===== config.mk =====
export PLATFORM = sky130hd
export DESIGN_NAME = read_reg_top
export DESIGN_NICKNAME = d
export VERILOG_FILES = /design/src/source/rr_pkg.sv /design/src/source/gpr_file.sv /design/src/source/hilo_unit.sv /design/src/source/load_hazard.sv /design/src/source/operand_bypass.sv /design/src/source/read_reg_top.sv
export SDC_FILE = /design/constraint.sdc
export NUM_CORES = 2
export LEC_CHECK = 0
export BUFFER_PORTS_ARGS = -buffer_cell sky130_fd_sc_hd__buf_4
export CORE_MARGIN = 2
export CORE_UTILIZATION = 50
export CTS_CLUSTER_DIAMETER = 30
export DETAILED_ROUTE_END_ITERATION = 8
export GPL_TIMING_DRIVEN = 1
export PLACE_DENSITY_LB_ADDON = 0.08
export SETUP_SLACK_MARGIN = 0.3
export SYNTH_ARGS = -nofsm -noshare
export SYNTH_HDL_FRONTEND = slang
export SYNTH_SLANG_ARGS = --single-unit
export TNS_END_PERCENT = 1

===== constraint.sdc =====
create_clock -name clk -period 4.8 [get_ports clk]
set_input_delay 0.48 -clock clk [delete_from_list [all_inputs] [get_ports clk]]
set_output_delay 0.48 -clock clk [all_outputs]
set_load 0.05 [all_outputs]

===== src/source/rr_pkg.sv =====
package rr_pkg;

    // datapath widths
    localparam int DATA_W     = 32;
    localparam int REG_ADDR_W = 5;
    localparam int NUM_REGS   = 32;

    typedef logic [DATA_W-1:0]     data_t;
    typedef logic [REG_ADDR_W-1:0] reg_addr_t;

    // hi in the upper half
    typedef logic [2*DATA_W-1:0]   dword_t;

    // result on its way down the pipe (ex, mem, wb)
    // is_load unused on the wb bus
    typedef struct packed {
        logic      wen;
        reg_addr_t waddr;
        data_t     wdata;
        logic      is_load;
    } stage_wr_t;

    // source request from decode
    typedef struct packed {
        logic      ren1;
        reg_addr_t raddr1;
        logic      ren2;
        reg_addr_t raddr2;
    } src_req_t;

    // ex write to hi/lo
    typedef struct packed {
        logic   wen_hi;
        logic   wen_lo;
        dword_t wdata;
    } hilo_wr_t;

    // bit 1 source 1, bit 0 source 2
    typedef logic [1:0] stall_t;

endpackage


===== src/source/gpr_file.sv =====
`timescale 1ns/1ps

module gpr_file import rr_pkg::*; (
    input  logic      clk,
    input  logic      rst,
    input  stage_wr_t wb_i,
    input  reg_addr_t raddr1_i,
    input  reg_addr_t raddr2_i,
    output data_t     raw1_o,
    output data_t     raw2_o
);

    data_t regs [NUM_REGS];

    // r0 is never written so it keeps reading as zero
    always_ff @(posedge clk) begin
        if (!rst) begin
            for (int i = 0; i < NUM_REGS; i++) begin
                regs[i] <= '0;
            end
        end else if (wb_i.wen && (wb_i.waddr != '0)) begin
            regs[wb_i.waddr] <= wb_i.wdata;
        end
    end

    assign raw1_o = regs[raddr1_i];
    assign raw2_o = regs[raddr2_i];

endmodule


===== src/source/hilo_unit.sv =====
`timescale 1ns/1ps

module hilo_unit import rr_pkg::*; (
    input  logic     clk,
    input  logic     rst,
    input  logic     flush_i,
    input  hilo_wr_t hilo_wr_i,
    output data_t    hi_o,
    output data_t    lo_o
);

    dword_t hilo_q;
    data_t  new_hi;
    data_t  new_lo;

    assign new_hi = hilo_wr_i.wdata[2*DATA_W-1:DATA_W];
    assign new_lo = hilo_wr_i.wdata[DATA_W-1:0];

    // halves update independently, flush drops the write
    always_ff @(posedge clk) begin
        if (!rst) begin
            hilo_q <= '0;
        end else if (!flush_i) begin
            if (hilo_wr_i.wen_hi) begin
                hilo_q[2*DATA_W-1:DATA_W] <= new_hi;
            end
            if (hilo_wr_i.wen_lo) begin
                hilo_q[DATA_W-1:0] <= new_lo;
            end
        end
    end

    // same-cycle bypass from ex
    assign hi_o = hilo_wr_i.wen_hi ? new_hi : hilo_q[2*DATA_W-1:DATA_W];
    assign lo_o = hilo_wr_i.wen_lo ? new_lo : hilo_q[DATA_W-1:0];

endmodule


===== src/source/load_hazard.sv =====
`timescale 1ns/1ps

module load_hazard import rr_pkg::*; (
    input  logic      clk,
    input  logic      rst,
    input  src_req_t  src_i,
    input  stage_wr_t ex_i,
    input  stage_wr_t mem_i,
    input  logic      load_done_i,
    output stall_t    stall_o
);

    stall_t held_q;

    // load in flight targeting this source
    function automatic logic load_hit(
        input stage_wr_t stage,
        input reg_addr_t addr
    );
        return stage.is_load && stage.wen && (stage.waddr != '0) &&
               (stage.waddr == addr);
    endfunction

    function automatic logic next_flag(
        input logic      en,
        input reg_addr_t addr,
        input logic      held,
        input stage_wr_t ex,
        input stage_wr_t mem,
        input logic      done
    );
        logic flag;
        if (!en) begin
            flag = 1'b0;
        end else if (load_hit(ex, addr) || load_hit(mem, addr)) begin
            flag = 1'b1;
        end else if (done) begin
            flag = 1'b0;
        end else begin
            flag = held;
        end
        return flag;
    endfunction

    always_comb begin
        stall_o[1] = next_flag(src_i.ren1, src_i.raddr1, held_q[1], ex_i, mem_i, load_done_i);
        stall_o[0] = next_flag(src_i.ren2, src_i.raddr2, held_q[0], ex_i, mem_i, load_done_i);
    end

    // sticky copy, refreshed every cycle
    always_ff @(posedge clk) begin
        if (!rst) begin
            held_q <= '0;
        end else begin
            held_q <= stall_o;
        end
    end

endmodule


===== src/source/operand_bypass.sv =====
`timescale 1ns/1ps

module operand_bypass import rr_pkg::*; (
    input  src_req_t  src_i,
    input  data_t     imm_i,
    input  logic      is_store_i,
    input  stage_wr_t ex_i,
    input  stage_wr_t mem_i,
    input  stage_wr_t wb_i,
    input  data_t     raw1_i,
    input  data_t     raw2_i,
    output data_t     rdata1_o,
    output data_t     rdata2_o,
    output data_t     store_data_o
);

    // stage hit: write enabled, not r0, same index
    function automatic logic stage_hit(
        input stage_wr_t stage,
        input reg_addr_t addr
    );
        return stage.wen && (stage.waddr != '0) && (stage.waddr == addr);
    endfunction

    // priority ex > mem > wb > register file
    function automatic data_t forward(
        input reg_addr_t addr,
        input data_t     raw,
        input stage_wr_t ex,
        input stage_wr_t mem,
        input stage_wr_t wb
    );
        data_t value;
        if (stage_hit(ex, addr)) begin
            value = ex.wdata;
        end else if (stage_hit(mem, addr)) begin
            value = mem.wdata;
        end else if (stage_hit(wb, addr)) begin
            value = wb.wdata;
        end else begin
            value = raw;
        end
        return value;
    endfunction

    data_t fwd1;
    data_t fwd2;
    logic  use_imm;

    always_comb begin
        fwd1 = forward(src_i.raddr1, raw1_i, ex_i, mem_i, wb_i);
        fwd2 = forward(src_i.raddr2, raw2_i, ex_i, mem_i, wb_i);
    end

    // stores and unread rt both take the immediate
    assign use_imm = is_store_i || !src_i.ren2;

    always_comb begin
        if (src_i.ren1) begin
            rdata1_o = fwd1;
        end else begin
            rdata1_o = '0;
        end

        if (use_imm) begin
            rdata2_o = imm_i;
        end else begin
            rdata2_o = fwd2;
        end

        // store data always comes from raddr2
        if (is_store_i) begin
            store_data_o = fwd2;
        end else begin
            store_data_o = '0;
        end
    end

endmodule


===== src/source/read_reg_top.sv =====
`timescale 1ns/1ps

module read_reg_top import rr_pkg::*; (
    input  logic      clk,
    input  logic      rst,
    input  logic      flush_i,
    input  logic      load_done_i,

    // from decode
    input  src_req_t  src_i,
    input  data_t     imm_i,
    input  logic      is_store_i,

    // later stages
    input  stage_wr_t ex_i,
    input  stage_wr_t mem_i,
    input  stage_wr_t wb_i,
    input  hilo_wr_t  hilo_wr_i,

    // to execute
    output data_t     rdata1_o,
    output data_t     rdata2_o,
    output data_t     store_data_o,
    output data_t     hi_o,
    output data_t     lo_o,
    output stall_t    stall_o
);

    data_t raw1;
    data_t raw2;

    gpr_file gpr_file_i (
        .clk      (clk),
        .rst      (rst),
        .wb_i     (wb_i),
        .raddr1_i (src_i.raddr1),
        .raddr2_i (src_i.raddr2),
        .raw1_o   (raw1),
        .raw2_o   (raw2)
    );

    operand_bypass operand_bypass_i (
        .src_i        (src_i),
        .imm_i        (imm_i),
        .is_store_i   (is_store_i),
        .ex_i         (ex_i),
        .mem_i        (mem_i),
        .wb_i         (wb_i),
        .raw1_i       (raw1),
        .raw2_i       (raw2),
        .rdata1_o     (rdata1_o),
        .rdata2_o     (rdata2_o),
        .store_data_o (store_data_o)
    );

    // load-use detection only looks at ex and mem
    load_hazard load_hazard_i (
        .clk         (clk),
        .rst         (rst),
        .src_i       (src_i),
        .ex_i        (ex_i),
        .mem_i       (mem_i),
        .load_done_i (load_done_i),
        .stall_o     (stall_o)
    );

    hilo_unit hilo_unit_i (
        .clk       (clk),
        .rst       (rst),
        .flush_i   (flush_i),
        .hilo_wr_i (hilo_wr_i),
        .hi_o      (hi_o),
        .lo_o      (lo_o)
    );

endmodule


==> results.sh <==
export IMPL_synth_seq_cells=1090
export IMPL_report_final_slew_viol_count=0
export IMPL_port_buffers=392
export IMPL_ys_warn_count=0
export IMPL_crit_family="simple AND/OR/NAND/NOR gates"
export IMPL_clockBufferDepth=4
export IMPL_holdBufCountCts=45
export IMPL_netlist_area_um2=61700
export IMPL_die_height_um=355
export IMPL_io_pins=394
export IMPL_synth_enable_flop_cells=1024
export IMPL_num_rows=128
export IMPL_hold_viol_final=0
export IMPL_min_delay_start="hilo_wr_i[37]"
export IMPL_timing_fmax_mhz=226
export IMPL_cts_resized=0
export IMPL_cts_sinks=1090
export IMPL_fin_crit_sh_pct=92.3
export IMPL_avgRoutedWirePerCell_um=36.5
export IMPL_cp_max_fo=14
export IMPL_r2r_cells=3
export IMPL_finClkSkew_ns=0
export IMPL_antenna_found_initial=21
export IMPL_grt_pass1_wl_um=362000
export IMPL_synth_cell_type_count=62
export IMPL_drt_total_wl_um=262000
export IMPL_vdd_drop_max_uv=458
export IMPL_gr_total_overflow=0
export IMPL_relSlewSlack_pct=3.39
export IMPL_die_width_um=355
export IMPL_ys_async_sr_fraction_pct=0
export IMPL_final_nets=5582
export IMPL_final_layout_size_suffix_gt1_share_pct=26.5
export IMPL_critPathRequiredTime_ns=4.32
export IMPL_synthTopCellsByArea="edfxtp_1, mux2i_1, and2_1, mux4_2, a22oi_1"
export IMPL_synth_seq_area_share_pct=52.0
export IMPL_post_cts_setup_buffers=0
export IMPL_yosys_area_top_type="edfxtp_1"
export IMPL_area_growth_pct=24.7
export IMPL_yosys_top_cells_count="edfxtp_1, and2_1, mux2i_1"
export IMPL_drc=0
export IMPL_tritoncts_num_buffers=281
export IMPL_synth_ff_type="edfxtp_1"
export IMPL_dieArea_um2=126000
export IMPL_outcome="completed"
export IMPL_path_common_cell="buf_4"
export IMPL_postSynthAreaPerCell_um2=12.6
export IMPL_drt_iter0_markers=7374
export IMPL_cp_arrival_ns=3.95
export IMPL_vias_per_cell=6.77
export IMPL_fillers=9231
export IMPL_start_kind="input port"
export IMPL_synth_most_common_cell="edfxtp_1"
export IMPL_crit_path_end_kind="output port"
export IMPL_drt_pass1_iterations=7
export IMPL_regToRegSetupSlack_ns=3.77
export IMPL_initial_core_util_pct=50.5
export IMPL_fin_cells=7183
export IMPL_hold_end="hilo_unit_i.hilo_q[37]"
export IMPL_design_core_area_um2=122000
export IMPL_synth_top_area_share_pct=49.8
export IMPL_setup_tns_ns=0
export IMPL_p_leak_nw=29.3
export IMPL_placed_cells=6647
export IMPL_hpwl_um=162000
export IMPL_rsz0062_at_grt="no"
export IMPL_reg2reg_to="load_hazard_i.held_q[1]"
export IMPL_synth_cells=4895
export IMPL_cts_root_buf="clkbuf_16"
export IMPL_p_per_area_nw_per_um2=433
export IMPL_grt_max_degree=72
export IMPL_detail_route_antenna_nets=0
export IMPL_vias=48616
export IMPL_clk_latency_ns=0.88
export IMPL_setup_violations=0
export IMPL_max_stage_delay_ns=1.12
export IMPL_path_cells="buf_4, xor2_1, a211oi_1, nand4_1, buf_4, or3_1, o21ai_0, buf_4, o31ai_1, buf_4"
export IMPL_cp_buffers_inverters=4
export IMPL_r2r_start="load_hazard_i.held_q[1]"
export IMPL_grt_usage_pct=41.1
export IMPL_htreeDepth=5
export IMPL_clkTransAtPathRegs_ns=0.04
export IMPL_grt_pass1_vias=47467
export IMPL_tritoncts="done"
export IMPL_worstSetupPathType="in -> out"
export IMPL_hp_class="in -> reg"
export IMPL_worstMarginPinSlew_ns=1.44
export IMPL_period_minus_slack_ns=4.43
export IMPL_slowest_stage="nand4_1"
export IMPL_maxCapViolations=0
export IMPL_place_gp_congestion=0.919
export IMPL_worstHoldPathCells=4
[cell type report]
class                   instances  area, um^2  share of cell area (%)
clock inverters               149        1450                    1.88
flip-flops and latches       1090       32100                    41.7
diodes                         13        32.5                  0.0423
well taps                    1625        2030                    2.64
inverters                       4        17.5                  0.0228
repair buffers                653        5620                    7.31
clock buffers                 329        7410                    9.64
multi-input cells            3320       28300                    36.8
[report_power, final]
part	switching [mW]	total [mW]	internal (mW)
Combinational	2.73	4.18	1.45
Sequential	0.289	11.3	11.0
Clock	5.61	17.8	12.2
[cells by family after synthesis]
| kind of cell | count (synthesis) | share of synthesized area [%] |
|---|---|---|
| flops | 1090 | 52.0 |
| mux | 925 | 19.1 |
| simple gates | 1589 | 15.0 |
| compound gates | 744 | 9.81 |
| buf+inv | 516 | 3.67 |
| xor+xnor | 30 | 0.426 |
| other cells | 1 | 0.00608 |
[metal layers]
metal	up-vias	routed length, um	part of all wire [%]	track usage, %
met3	994	37700	14	15.8
met2	4063	113000	43	60.9
li1	19479	-	-	-
met5	-	307	0.12	1.21
met1	24064	94300	36	51.7
met4	16	16500	6.3	22.3
[sequential cells by signal, summed over array words and instances (netlist names)]
register              cells
hilo_unit_i.hilo_q       64
load_hazard_i.held_q      2
gpr_file_i.regs        1024
[through the flow]
step | total power [mW] | area (um^2) | setup slack [ns] | hold slack, ns | util, %
after global placement | 15.4 | 67600 | 0.719 | 0.491 | 55.3
after detailed placement | 15.4 | 67600 | 0.714 | 0.496 | 55.3
after global routing | 34.0 | 76900 | 0.461 | 0.0483 | 62.9
final | 33.3 | 76900 | 0.369 | 0.0201 | 62.9
after floorplan | 13.8 | 61800 | 0.925 | 0.480 | -
after CTS | 33.2 | 76900 | 0.709 | 0.000475 | 62.9
[worst max path at each step]
| stage | from | end | slack, ns | depth (start not counted) |
|---|---|---|---|---|
| final | src_i[3] | rdata2_o[1] | 0.37 | 10 |
| after global routing | src_i[3] | rdata2_o[1] | 0.46 | 10 |
| after CTS | src_i[3] | rdata2_o[1] | 0.71 | 10 |
| after detailed placement | src_i[3] | rdata2_o[1] | 0.71 | 10 |
| after global placement | src_i[3] | rdata2_o[1] | 0.72 | 10 |
| after floorplan | wb_i[35] | gpr_file_i.regs[5][0] | 0.92 | 4 |
[cells in the final DEF (no fill, tap or decap), types with 89 or more instances in the layout]
master and instances:
a22oi_1 236, buf_4 557, edfxtp_1 1024, and2_1 994, mux2i_1 650, nor2_1 103
clkbuf_16 289, nand2_1 141, mux4_2 192, o21ai_0 89
[worst reg2reg max path: stages, from the launching register on]
cell and delay, ns:
dfxtp_1 0.29, a222oi_1 0.35, nor2b_1 0.12, and2_1 0.17
Power figures use the tool's default switching activity.
